File: config.mk
export PLATFORM = sky130hd
export DESIGN_NAME = neogeo_rom_ctrl
export DESIGN_NICKNAME = d
export VERILOG_FILES = /design/src/common/rom_map_pkg.sv /design/src/logic/cart_loader.sv /design/src/adpcm/pcm_channel.sv /design/src/adpcm/sample_arbiter.sv /design/src/logic/neogeo_rom_ctrl.sv
export VERILOG_INCLUDE_DIRS = /design/src /design/src/common
export SDC_FILE = /design/constraint.sdc
export NUM_CORES = 1
export LEC_CHECK = 0
export ABC_AREA = 1
export BUFFER_PORTS_ARGS = -buffer_cell sky130_fd_sc_hd__buf_2
export CORE_MARGIN = 1.5
export CORE_UTILIZATION = 48
export DETAILED_ROUTE_END_ITERATION = 16
export GPL_ROUTABILITY_DRIVEN = 0
export PLACE_DENSITY = 0.76
export SLEW_MARGIN = 15
export SYNTH_ARGS = -nofsm -noshare
export SYNTH_HDL_FRONTEND = slang
export SYNTH_SLANG_ARGS = --single-unit
File: constraint.sdc
create_clock -name CLK_48M -period 8.1 [get_ports CLK_48M]
set_input_delay 1.62 -clock CLK_48M [delete_from_list [all_inputs] [get_ports CLK_48M]]
set_output_delay 1.62 -clock CLK_48M [all_outputs]
set_load 0.005 [all_outputs]
File: src/common/rom_map_params.svh
`ifndef ROM_MAP_PARAMS_SVH
`define ROM_MAP_PARAMS_SVH

// .NEO header block
`define HEADER_BYTES 4096

// Six little-endian 32-bit sizes: P, S, M, V1, V2, C
`define SIZE_FIELD_FIRST 4
`define SIZE_FIELD_LAST 27

// P ROM beyond this goes to the second program bank
`define PROG_BASE_LIMIT 32'h0010_0000

// Program bank address prefixes
`define FIX_PREFIX 5'b11100
`define MROM_PREFIX 5'b11110

// Idle ADPCM byte
`define ADPCM_SILENCE 8'h80

// Download index values
`define LOAD_INDEX_CART 8'd1
`define LOAD_INDEX_CART_NO_PCM 8'd2

`endif

File: src/common/rom_map_pkg.sv
package rom_map_pkg;

	// Cartridge regions in .NEO file order
	typedef enum logic [2:0] {
		REGION_P  = 3'd0,
		REGION_S  = 3'd1,
		REGION_M  = 3'd2,
		REGION_V1 = 3'd3,
		REGION_V2 = 3'd4,
		REGION_C  = 3'd5
	} region_e;

	// Sample and sprite memory, byte address
	typedef logic [25:0] mem_addr_t;

	// Program bank, byte address
	typedef logic [23:0] prog_addr_t;

	// Channel sample address, bank included
	typedef logic [23:0] sample_addr_t;

	// One word of the sample memory
	typedef logic [31:0] sample_word_t;

	// Region length as stored in the header
	typedef logic [31:0] region_size_t;

	// ADPCM-A and ADPCM-B
	localparam int CHANNELS = 2;

endpackage

File: src/logic/cart_loader.sv
`timescale 1ns/1ps
`include "rom_map_params.svh"

module cart_loader (
	input  logic                                   CLK_48M,
	input  logic                                   arst_n,
	input  logic                                   ioctl_download,
	input  logic [7:0]                             ioctl_index,
	input  logic                                   ioctl_wr,
	input  logic [26:0]                            ioctl_addr,
	input  logic [7:0]                             ioctl_dout,
	input  logic                                   port1_ack,
	input  logic                                   port2_ack,
	output logic                                   port1_req,
	output rom_map_pkg::prog_addr_t                port1_addr,
	output logic                                   port2_req,
	output rom_map_pkg::mem_addr_t                 port2_addr,
	output logic                                   adpcm_en,
	output rom_map_pkg::sample_addr_t [1:0]        pcm_mask,
	output rom_map_pkg::mem_addr_t [1:0]           pcm_base,
	output rom_map_pkg::prog_addr_t                p2_mask
);

	localparam logic [1:0] PH_IDLE  = 2'd0;
	localparam logic [1:0] PH_ACK   = 2'd1;
	localparam logic [1:0] PH_CHECK = 2'd2;

	rom_map_pkg::region_size_t psize, ssize, msize, v1size, v2size, csize;
	rom_map_pkg::region_size_t v1_mask, v2_mask, bank_mask;
	rom_map_pkg::region_size_t region_len;
	rom_map_pkg::region_e      region;
	logic [25:0]               offset;
	logic [1:0]                phase;
	logic                      merged;
	logic                      cart_active;
	logic                      no_pcm;
	logic                      in_header;
	logic                      acked;

	// Size minus one, rounded up to an all-ones mask
	function automatic rom_map_pkg::region_size_t size_mask(
		input rom_map_pkg::region_size_t size
	);
		rom_map_pkg::region_size_t m;
		m = size - 32'd1;
		m = m | (m >> 1);
		m = m | (m >> 2);
		m = m | (m >> 4);
		m = m | (m >> 8);
		m = m | (m >> 16);
		if (size == '0)
			m = '0;
		return m;
	endfunction

	assign no_pcm      = (ioctl_index == `LOAD_INDEX_CART_NO_PCM);
	assign cart_active = ioctl_download && (ioctl_index == `LOAD_INDEX_CART || no_pcm);
	assign in_header   = (ioctl_addr < `HEADER_BYTES);
	assign acked       = (region <= rom_map_pkg::REGION_M) ? (port1_req == port1_ack) :
	                                                         (port2_req == port2_ack);

	assign v1_mask   = size_mask(v1size);
	assign v2_mask   = size_mask(v2size);
	assign bank_mask = size_mask(psize - `PROG_BASE_LIMIT);

	always_comb begin
		case (region)
			rom_map_pkg::REGION_P:  region_len = psize;
			rom_map_pkg::REGION_S:  region_len = ssize;
			rom_map_pkg::REGION_M:  region_len = msize;
			rom_map_pkg::REGION_V1: region_len = v1size;
			rom_map_pkg::REGION_V2: region_len = v2size;
			default:                region_len = csize;
		endcase
	end

	always_ff @(posedge CLK_48M or negedge arst_n) begin
		if (!arst_n) begin
			port1_req <= 1'b0;
			port2_req <= 1'b0;
			region    <= rom_map_pkg::REGION_P;
			offset    <= '0;
			phase     <= PH_IDLE;
			merged    <= 1'b0;
			{csize, v2size, v1size, msize, ssize, psize} <= '0;
		end else begin
			if (ioctl_wr && cart_active) begin
				if (in_header) begin
					region <= rom_map_pkg::REGION_P;
					offset <= '0;
					if (ioctl_addr >= `SIZE_FIELD_FIRST && ioctl_addr <= `SIZE_FIELD_LAST)
						{csize, v2size, v1size, msize, ssize, psize} <=
							{ioctl_dout, csize, v2size, v1size, msize, ssize, psize[31:8]};
					if (ioctl_addr == `HEADER_BYTES - 1) begin
						// No V2 means ADPCM-A and B share one image
						merged <= (v2size == '0);
						phase  <= PH_CHECK;
					end
				end else begin
					if (region <= rom_map_pkg::REGION_M)
						port1_req <= ~port1_req;
					else if (!(no_pcm && (region == rom_map_pkg::REGION_V1 ||
					                      region == rom_map_pkg::REGION_V2)))
						port2_req <= ~port2_req;
					phase <= PH_ACK;
				end
			end

			case (phase)
				PH_ACK: begin
					if (acked) begin
						offset <= offset + 26'd1;
						phase  <= PH_CHECK;
					end
				end
				PH_CHECK: begin
					// Stays here one cycle per empty region
					if (offset == region_len[25:0]) begin
						offset <= '0;
						if (region == rom_map_pkg::REGION_C)
							phase <= PH_IDLE;
						else
							region <= rom_map_pkg::region_e'(region + 3'd1);
					end else begin
						phase <= PH_IDLE;
					end
				end
				default: ;
			endcase
		end
	end

	always_comb begin
		case (region)
			rom_map_pkg::REGION_S:
				port1_addr = {`FIX_PREFIX, offset[18:5], offset[2:0], ~offset[4], offset[3]};
			rom_map_pkg::REGION_M:
				port1_addr = {`MROM_PREFIX, offset[18:0]};
			default:
				port1_addr = offset[23:0];
		endcase
	end

	always_comb begin
		case (region)
			rom_map_pkg::REGION_V1:
				port2_addr = csize[25:0] + offset;
			rom_map_pkg::REGION_V2:
				port2_addr = csize[25:0] + v1size[25:0] + offset;
			default:
				// Sprite bitplane lanes
				port2_addr = {offset[25:7], ioctl_addr[5:2], ~ioctl_addr[6],
				              ioctl_addr[0], ioctl_addr[1]};
		endcase
	end

	always_ff @(posedge CLK_48M or negedge arst_n) begin
		if (!arst_n) begin
			adpcm_en <= 1'b0;
			pcm_mask <= '0;
			pcm_base <= '0;
			p2_mask  <= '0;
		end else if (cart_active) begin
			adpcm_en    <= !no_pcm;
			pcm_mask[0] <= v1_mask[23:0];
			pcm_mask[1] <= merged ? v1_mask[23:0] : v2_mask[23:0];
			pcm_base[0] <= csize[25:0];
			pcm_base[1] <= csize[25:0] + (merged ? 26'd0 : v1size[25:0]);
			if (psize > `PROG_BASE_LIMIT)
				p2_mask <= bank_mask[23:0];
			else
				p2_mask <= '0;
		end
	end

endmodule

File: src/adpcm/pcm_channel.sv
`timescale 1ns/1ps
`include "rom_map_params.svh"

module pcm_channel (
	input  logic                      CLK_48M,
	input  logic                      arst_n,
	input  logic                      adpcm_en,
	input  logic                      pcm_rd,
	input  rom_map_pkg::sample_addr_t pcm_addr,
	input  rom_map_pkg::sample_addr_t pcm_mask,
	input  rom_map_pkg::mem_addr_t    pcm_base,
	input  logic                      ch_ack,
	input  rom_map_pkg::sample_word_t ch_q,
	output logic                      ch_req,
	output rom_map_pkg::mem_addr_t    ch_addr,
	output logic [7:0]                pcm_data,
	output logic                      pcm_ready
);

	logic                      rd_d;
	logic                      rd_rise;
	logic                      word_valid;
	rom_map_pkg::sample_addr_t addr_latch;
	rom_map_pkg::sample_addr_t addr_masked;
	rom_map_pkg::mem_addr_t    addr_next;

	assign rd_rise     = pcm_rd && !rd_d && adpcm_en;
	assign addr_masked = pcm_addr & pcm_mask;
	assign addr_next   = pcm_base + {2'b00, addr_masked};
	assign ch_addr     = pcm_base + {2'b00, addr_latch};
	assign pcm_ready   = (ch_req == ch_ack);

	always_ff @(posedge CLK_48M or negedge arst_n) begin
		if (!arst_n) begin
			rd_d       <= 1'b0;
			word_valid <= 1'b0;
			addr_latch <= '0;
			ch_req     <= 1'b0;
		end else begin
			rd_d <= pcm_rd;
			if (!adpcm_en) begin
				word_valid <= 1'b0;
			end else if (rd_rise) begin
				// Fetch only when the 4-byte word moves
				if (!word_valid || addr_next[25:2] != ch_addr[25:2])
					ch_req <= ~ch_req;
				word_valid <= 1'b1;
				addr_latch <= addr_masked;
			end
		end
	end

	always_comb begin
		if (!adpcm_en) begin
			pcm_data = `ADPCM_SILENCE;
		end else begin
			case (ch_addr[1:0])
				2'd0:    pcm_data = ch_q[7:0];
				2'd1:    pcm_data = ch_q[15:8];
				2'd2:    pcm_data = ch_q[23:16];
				default: pcm_data = ch_q[31:24];
			endcase
		end
	end

endmodule

File: src/adpcm/sample_arbiter.sv
`timescale 1ns/1ps
`include "rom_map_params.svh"

module sample_arbiter (
	input  logic                                                  CLK_48M,
	input  logic                                                  arst_n,
	input  logic [rom_map_pkg::CHANNELS-1:0]                      ch_req,
	input  rom_map_pkg::mem_addr_t [rom_map_pkg::CHANNELS-1:0]    ch_addr,
	input  logic                                                  mem_ack,
	input  rom_map_pkg::sample_word_t                             mem_q,
	output logic [rom_map_pkg::CHANNELS-1:0]                      ch_ack,
	output rom_map_pkg::sample_word_t [rom_map_pkg::CHANNELS-1:0] ch_q,
	output logic                                                  mem_req,
	output rom_map_pkg::mem_addr_t                                mem_addr
);

	localparam int OWNER_W = (rom_map_pkg::CHANNELS > 1) ? $clog2(rom_map_pkg::CHANNELS) : 1;

	logic [rom_map_pkg::CHANNELS-1:0] pending;
	logic                             grant_any;
	logic [OWNER_W-1:0]               grant_idx;
	logic [OWNER_W-1:0]               owner;
	logic                             busy;
	logic                             mem_done;

	assign pending  = ch_req ^ ch_ack;
	assign mem_done = busy && (mem_req == mem_ack);

	// Lowest channel wins
	always_comb begin
		grant_any = 1'b0;
		grant_idx = '0;
		for (int i = rom_map_pkg::CHANNELS - 1; i >= 0; i--) begin
			if (pending[i]) begin
				grant_any = 1'b1;
				grant_idx = OWNER_W'(i);
			end
		end
	end

	always_ff @(posedge CLK_48M or negedge arst_n) begin
		if (!arst_n) begin
			busy    <= 1'b0;
			owner   <= '0;
			mem_req <= 1'b0;
			ch_ack  <= '0;
		end else if (mem_done) begin
			ch_ack[owner] <= ~ch_ack[owner];
			busy          <= 1'b0;
		end else if (!busy && grant_any) begin
			mem_req <= ~mem_req;
			owner   <= grant_idx;
			busy    <= 1'b1;
		end
	end

	always_ff @(posedge CLK_48M) begin
		if (!busy && grant_any)
			mem_addr <= ch_addr[grant_idx];
		// Word holds until this channel's next fetch
		if (mem_done)
			ch_q[owner] <= mem_q;
	end

endmodule

File: src/logic/neogeo_rom_ctrl.sv
`timescale 1ns/1ps

module neogeo_rom_ctrl (
	input  logic                                                  CLK_48M,
	input  logic                                                  arst_n,
	input  logic                                                  ioctl_download,
	input  logic [7:0]                                            ioctl_index,
	input  logic                                                  ioctl_wr,
	input  logic [26:0]                                           ioctl_addr,
	input  logic [7:0]                                            ioctl_dout,
	output logic                                                  port1_req,
	output rom_map_pkg::prog_addr_t                               port1_addr,
	input  logic                                                  port1_ack,
	output logic                                                  port2_req,
	output rom_map_pkg::mem_addr_t                                port2_addr,
	input  logic                                                  port2_ack,
	output rom_map_pkg::prog_addr_t                               p2_mask,
	input  logic [rom_map_pkg::CHANNELS-1:0]                      pcm_rd,
	input  logic [19:0]                                           pcma_addr,
	input  logic [3:0]                                            pcma_bank,
	input  rom_map_pkg::sample_addr_t                             pcmb_addr,
	output logic [rom_map_pkg::CHANNELS-1:0][7:0]                 pcm_data,
	output logic [rom_map_pkg::CHANNELS-1:0]                      pcm_ready,
	output logic                                                  mem_req,
	output rom_map_pkg::mem_addr_t                                mem_addr,
	input  logic                                                  mem_ack,
	input  rom_map_pkg::sample_word_t                             mem_q
);

	logic                                                  adpcm_en;
	rom_map_pkg::sample_addr_t [rom_map_pkg::CHANNELS-1:0] pcm_mask;
	rom_map_pkg::mem_addr_t [rom_map_pkg::CHANNELS-1:0]    pcm_base;
	rom_map_pkg::sample_addr_t [rom_map_pkg::CHANNELS-1:0] pcm_addr;
	logic [rom_map_pkg::CHANNELS-1:0]                      ch_req;
	logic [rom_map_pkg::CHANNELS-1:0]                      ch_ack;
	rom_map_pkg::mem_addr_t [rom_map_pkg::CHANNELS-1:0]    ch_addr;
	rom_map_pkg::sample_word_t [rom_map_pkg::CHANNELS-1:0] ch_q;

	// ADPCM-A carries its bank above the 20-bit address
	assign pcm_addr[0] = {pcma_bank, pcma_addr};
	assign pcm_addr[1] = pcmb_addr;

	cart_loader u_cart_loader (
		.CLK_48M        (CLK_48M),
		.arst_n         (arst_n),
		.ioctl_download (ioctl_download),
		.ioctl_index    (ioctl_index),
		.ioctl_wr       (ioctl_wr),
		.ioctl_addr     (ioctl_addr),
		.ioctl_dout     (ioctl_dout),
		.port1_ack      (port1_ack),
		.port2_ack      (port2_ack),
		.port1_req      (port1_req),
		.port1_addr     (port1_addr),
		.port2_req      (port2_req),
		.port2_addr     (port2_addr),
		.adpcm_en       (adpcm_en),
		.pcm_mask       (pcm_mask),
		.pcm_base       (pcm_base),
		.p2_mask        (p2_mask)
	);

	for (genvar i = 0; i < rom_map_pkg::CHANNELS; i++) begin : g_ch
		pcm_channel u_pcm_channel (
			.CLK_48M   (CLK_48M),
			.arst_n    (arst_n),
			.adpcm_en  (adpcm_en),
			.pcm_rd    (pcm_rd[i]),
			.pcm_addr  (pcm_addr[i]),
			.pcm_mask  (pcm_mask[i]),
			.pcm_base  (pcm_base[i]),
			.ch_ack    (ch_ack[i]),
			.ch_q      (ch_q[i]),
			.ch_req    (ch_req[i]),
			.ch_addr   (ch_addr[i]),
			.pcm_data  (pcm_data[i]),
			.pcm_ready (pcm_ready[i])
		);
	end

	sample_arbiter u_sample_arbiter (
		.CLK_48M  (CLK_48M),
		.arst_n   (arst_n),
		.ch_req   (ch_req),
		.ch_addr  (ch_addr),
		.mem_ack  (mem_ack),
		.mem_q    (mem_q),
		.ch_ack   (ch_ack),
		.ch_q     (ch_q),
		.mem_req  (mem_req),
		.mem_addr (mem_addr)
	);

endmodule

### After elaboration in Yosys (flattened, before gate mapping)

Index checks and enable logic that the tools add are counted.

| word-level totals | value |
|---|---|
| register bits after elaboration | 500 |
| bits of input ports | 132 |
| output and inout bits | 121 |
| word-level logic and storage cells | 196 |

| operators by class | value |
|---|---|
| $add $sub $neg | 14 |
| order comparisons | 8 |
| eq/ne operators | 24 |
| muxes and demuxes | 50 |
| bitwise logic cells | 30 |
| reduce and logical (&&, ||, !) cells | 37 |

Operators with widths:

| cell | count |
|---|---|
| $mux W26 | 7 |
| $pmux W26 S5 | 1 |
| $mux W24 | 5 |
| $add A26 B24 Y26 | 4 |
| $add A26 B26 Y26 | 4 |
| $pmux W26 S2 | 2 |
| $logic_not A32 Y1 | 3 |
| $or A32 B24 Y32 | 3 |
| $or A32 B28 Y32 | 3 |
| $or A32 B30 Y32 | 3 |
| $or A32 B31 Y32 | 3 |
| $sub A32 B1 Y32 const B | 3 |
| $or A24 B16 Y24 | 3 |
| $bwmux W64 | 1 |
| $and A24 B24 Y24 | 2 |
| $ne A24 B24 Y1 | 2 |
| $pmux W24 S2 | 1 |
| $pmux W8 S3 | 2 |
| $demux W32 S1 | 1 |
| $gt A32 B21 Y1 const B | 1 |
| $mux W32 | 1 |
| $sub A32 B21 Y32 const B | 1 |
| $eq A27 B12 Y1 const B | 1 |
| $ge A27 B3 Y1 const B | 1 |
| 35 further kinds | 105 |

### Logic depth before layout (Yosys ltp)

| depth | value |
|---|---|
| word-level depth | 9 |
| gate-level depth with buffers | 24 |
| gate-level depth less buffers | 24 |

### Cells and area by module

A second synthesis with hierarchy kept.

| unflattened totals | value |
|---|---|
| cells, all modules | 6,447 |
| area total of the unflattened synthesis | 41,518.6 µm² |

Modules (own cells, without submodules):

| module | instances | cells each | area each (µm²) | sequential area each (µm²) |
|---|---|---|---|---|
| cart_loader | 1 | 3,982 | 26,455.4 | 8,783.4 |
| pcm_channel | 2 | 1,122 | 5,756.8 | 675.6 |
| sample_arbiter | 1 | 221 | 3,549.7 | 2,827.7 |

### Least setup slack after synthesis

Ideal clock, no wire load.

| timing | value |
|---|---|
| path type | flip-flop to output port |
| start point | register u_cart_loader.offset[1] |
| end point | output port2_addr[25] |
| arrival | 2.815 ns |
| data required time | 6.480 ns |
| setup slack | 3.665 ns |
| cell stages (with the launch flop) | 17 |
| buffers on the path | 0 |
| cells stage by stage | dfrtp_1 -> fa_1 -> ha_1 -> fa_1 -> nand3_1 -> nand2_1 -> a21oi_1 -> o21ai_0 -> nand3_1 -> nand2_1 -> nand3_1 -> nand3_1 -> or2_2 -> nand3_1 -> o21ai_0 -> nand2_1 -> o21ai_0 |

| on the way | value |
|---|---|
| longest elaborated chain between the ends | 2 |

Ends and longest elaborated chain:

| element | RTL line | text |
|---|---|---|
| from (decl) | cart_loader.sv:32 | `logic [25:0] offset;` |
| from (signal assigned) | cart_loader.sv:112 | `offset <= offset + 26'd1;` |
| $add A26 B26 Y26, on equally long branches | cart_loader.sv:149, cart_loader.sv:147 |  |
| $pmux W26 S2 (*) | cart_loader.sv:145 | `case (region)` |
| to (decl) | neogeo_rom_ctrl.sv:15 | `output rom_map_pkg::mem_addr_t port2_addr,` |

Every way passes the cells marked *; elsewhere a longest branch is shown, timed or not.

### Worst setup path after layout

| timing | value |
|---|---|
| start point | register u_cart_loader.offset[0] |
| end point | output port2_addr[25] |

Same word-level chain as after synthesis.

==> parameters.txt <==
Parameter                              Value

Status
  Run status ... complete, no violations

Clock network
  Maximum clock insertion buffer count ... 3
  TritonCTS Buffers ... 54
  Clock tree from TritonCTS ... done
  Number of sinks handled by clock tree synthesis ... 500
  H-tree lvl count ... 2
  Resized cells post-CTS ... 0
  Post-CTS clock slew at the launch and capture registers of the worst setup and hold paths ... approximately 0.060 ns
  Cell at the root of the clock tree ... sky130_fd_sc_hd__clkbuf_16
  Post-CTS Setup Bufs ... 0
  Clock latency on the worst-skew pair ... ~0.64 ns
  Total of hold buffers inserted after clock tree synthesis ... 0

Route
  Length of routed met3 wiring ... between 10,000 and 15,000 um
  Length of routed wiring on met1 ... between 50,000 and 60,000 um
  Vias per std cell ... ~5.7
  Remaining antenna violation count after routing ... 0
  Total wire length after detailed routing ... ~140,000 um
  Detailed-routed wire length on met2 ... 60,100 um
  Highest metal layer with signal wires ... met5
  1st-pass router iterations ... 11
  Routed vias ... 41,300
  Routed wire per std cell ... 19.0 um
  Detailed-route DRC error count ... 0
  Detailed Route Iter0 Violations ... 4,939

Worst hold path
  Hold WC Path Type ... reg -> reg

Logic synthesis
  Seq/Total Area, Yosys ... between 30% and 40%
  Mapped Area ... slightly below 40,000 um^2
  Syn nets ... between 6,000 and 7,000
  Syn Inst Count ... 5,946
  Flip-flop and latch count after synthesis ... 500
  Most common flop cell mapped by yosys ... sky130_fd_sc_hd__dfrtp_1
  Synthesized area per cell ... between 6 and 7 um^2
  Async S/R FF share, synth ... 82.0%
  Distinct cell type count of the synthesized netlist ... 57
  Count of yosys warnings during synthesis ... 0
  Number of enable-type register cells in the synthesized netlist ... 90

Critical path
  Signal arrival time at the worst endpoint ... 4.11 ns
  Crit path largest cell delay ... roughly 0.46 ns
  Startpoint type of the worst setup path ... register
  CP cell instances ... inv_1 -> fa_1 -> inv_1 -> ha_1 -> fa_1 -> nand3_1 -> nand2_1 -> a21oi_1 -> o21ai_0 -> nand3_1 -> nand2_1 -> nand3_1 -> nand3_1 -> or2_2 -> nand3_1 -> o21ai_0 -> nand2_1 -> o21ai_0 -> buf_2
  Worst path most repeated cell ... sky130_fd_sc_hd__nand3_1
  Crit end category ... output pin
  Master of the slowest instance on the critical path ... sky130_fd_sc_hd__fa_1
  Category of the most critical setup path ... reg -> out
  Crit-path max FO ... 6
  Required time worst endpoint ... approximately 6.5 ns

Pwr
  Leak ... 22.2 nW
  Pwr Total ... around 0.0066 W
  Areal power density over the cells ... 154 nW/um^2
  Peak supply drop ... 0.165 mV

Cells and area
  Post-layout utilization of the core ... between 50% and 60%
  Signed area change from the synthesized netlist to the final layout ... 10.4%
  Non-filler instance count after layout ... a little over 7,000
  Diode count ... 0
  Share of cells above drive strength 1 ... under 10%
  Final nets ... 6,480

Floorplan
  Horiz. Die Dim ... a little under 300 um
  Number of standard-cell rows in the floorplan ... 104
  Top-level I/O count ... around 250
  Height of the die ... just under 300 um
  Initial standard-cell utilization of the core ... 48.5%
  Overall die area ... ~83,000 um^2
  Core box area ... 80,500 um^2

Global routing
  Number of global-route vias before repair ... roughly 38,000
  Pin count of the biggest net entering global routing ... roughly 310
  Number of antenna violations at the first check in global routing ... 2
  Congestion Overflow GR ... 0
  Overall Global Routing Usage ... about 33%
  Global-route wire length before repair ... between 200,000 and 250,000 um

Placed design
  Post-DP HPWL ... ~110,000 um
  Placed cells ... just over 7,000
  # port buffers ... 252

Timing
  Final count of negative-setup-slack endpoints ... 0
  Worst slew margin relative to its limit ... 15.8%
  Final worst clock skew ... between 0.02 and 0.025 ns
  Least-Margin Pin Slew ... approximately 1.3 ns
  Setup repair after global routing missed its margin ... no
  Final critical-path share of the clock period ... between 70% and 80%
  Setup_tns ... 0 ns
  Maximum achievable frequency ... between 150 and 200 MHz
  Final Max Tran Viols ... 0
  Final Hold Viols ... 0
  Minimum clock period after layout ... between 5 and 6 ns

Run
  Maxcap violations ... 0
power breakdown:
group	leakage (nW)	internal, W	switching (W)
logic	14.8	0.000349	0.000721
clock network	0.920	0.00155	0.00109
registers	6.50	0.00280	0.000129
total	22.2	0.00470	0.00194
worst max-delay path, delay by kind of cell, from the launching register on:
kind / cells / cell delay (ns)
DFF: 1 / 0.44
and+or+nand+nor: 9 / 0.96
buffers and inverters: 3 / 0.51
adders and majority gates: 3 / 0.92
AOI/OAI and AO/OA: 4 / 0.65
sequential cells by signal (all words and copies together), names as in the netlist, 3 cells and up:
| name | cells |
|---|---|
| u_cart_loader.msize | 32 |
| u_cart_loader.v1size | 32 |
| u_cart_loader.region | 3 |
| u_cart_loader.pcm_base | 52 |
| g_ch.u_pcm_channel.addr_latch | 48 |
| u_cart_loader.csize | 32 |
| u_cart_loader.ssize | 32 |
| u_sample_arbiter.ch_q | 64 |
| u_cart_loader.psize | 32 |
| u_cart_loader.p2_mask | 24 |
| u_sample_arbiter.mem_addr | 26 |
| u_cart_loader.v2size | 32 |
| u_cart_loader.pcm_mask | 48 |
| u_cart_loader.offset | 26 |
cells in the mapped netlist, types with 74 or more instances:
cell | number | area share [%]
sky130_fd_sc_hd__nand4_1 | 157 | 2.5
sky130_fd_sc_hd__o21ai_0 | 462 | 5.9
sky130_fd_sc_hd__nand2_1 | 1929 | 19
sky130_fd_sc_hd__clkbuf_1 | 108 | 1.0
sky130_fd_sc_hd__nor2_1 | 587 | 5.6
sky130_fd_sc_hd__ha_1 | 185 | 5.9
sky130_fd_sc_hd__a21oi_1 | 237 | 3.0
sky130_fd_sc_hd__dfrtp_1 | 410 | 26
sky130_fd_sc_hd__edfxtp_1 | 90 | 6.9
sky130_fd_sc_hd__nand3_1 | 368 | 4.7
sky130_fd_sc_hd__nor3_1 | 74 | 0.95
sky130_fd_sc_hd__inv_1 | 836 | 8.0
sky130_fd_sc_hd__xor2_1 | 99 | 2.2
kinds of logic after synthesis:
kind of cell               count (synthesis)  share of synthesized area, %
adders and majority gates                215                          7.46
DFF                                      500                          33.2
buffers and inverters                    994                          9.86
AOI/OAI and AO/OA                        890                          12.4
and+or+nand+nor                         3225                          34.3
xor gates and xnor gates                 122                          2.74
routing by layer:
metal | up-vias | track usage [%]
met2 | 2281 | 50.9
met3 | 481 | 5.75
li1 | 19700 | -
met4 | 4 | 19.7
met1 | 18900 | 42.0
met5 | - | 0
cells in the final DEF (no fill, tap or decap), types with 32 or more instances in the layout:
master	count
sky130_fd_sc_hd__nand2_1	1928
sky130_fd_sc_hd__inv_1	835
sky130_fd_sc_hd__nor2_1	585
sky130_fd_sc_hd__o21ai_0	462
sky130_fd_sc_hd__dfrtp_1	410
sky130_fd_sc_hd__nand3_1	368
sky130_fd_sc_hd__buf_2	251
sky130_fd_sc_hd__a21oi_1	236
sky130_fd_sc_hd__ha_1	185
sky130_fd_sc_hd__nand4_1	157
sky130_fd_sc_hd__xor2_1	99
sky130_fd_sc_hd__edfxtp_1	90
sky130_fd_sc_hd__nor3_1	74
sky130_fd_sc_hd__o22ai_1	55
sky130_fd_sc_hd__clkbuf_16	54
sky130_fd_sc_hd__nand3b_1	34
sky130_fd_sc_hd__o211ai_1	33
sky130_fd_sc_hd__a31oi_1	32
metrics by stage:
| stage | setup WS [ns] | hold WS (ns) | area, um^2 |
|---|---|---|---|
| finish | 2.37 | 0.476 | 43100 |
| global route | 2.10 | 0.498 | 43100 |
| CTS | 2.43 | 0.483 | 43100 |
| detailed placement | 3.01 | 0.466 | 41300 |
| global placement | 2.94 | 0.463 | 41300 |
| floorplan | 3.66 | 0.449 | 39100 |
final cells by class:
class / instances / area [um^2]
Clock inverter: 26 / 353
Inverter: 848 / 3190
Timing Repair Buffer: 277 / 1500
Clock buffer: 73 / 1520
Sequential cell: 500 / 13000
Tap cell: 1060 / 1330
Fill cell: 7833 / 37400
Multi-Input combinational cell: 4452 / 22300
final timing paths:
| check | startpoint | to | slack [ns] | depth (start not counted) |
|---|---|---|---|---|
| worst max-delay path | u_cart_loader.offset[0]$_DFF_PN0_ | port2_addr[25] | 2.37 | 19 |
| worst min-delay path | u_cart_loader.p2_mask[18]$_DFFE_PN0P_ | u_cart_loader.p2_mask[18]$_DFFE_PN0P_ | 0.48 | 2 |
| worst max register to register | u_cart_loader.region[0]$_DFF_PN0_ | u_cart_loader.offset[16]$_DFF_PN0_ | 4.08 | 16 |
| worst min register to register | u_cart_loader.p2_mask[18]$_DFFE_PN0P_ | u_cart_loader.p2_mask[18]$_DFFE_PN0P_ | 0.48 | 2 |
| max in group asynchronous | arst_n | u_cart_loader.pcm_base[0]$_DFFE_PN0P_ | 5.54 | 2 |
| min in group asynchronous | arst_n | g_ch[0].u_pcm_channel.addr_latch[5]$_DFFE_PN0P_ | 0.97 | 1 |
Power figures use the tool's default switching activity.
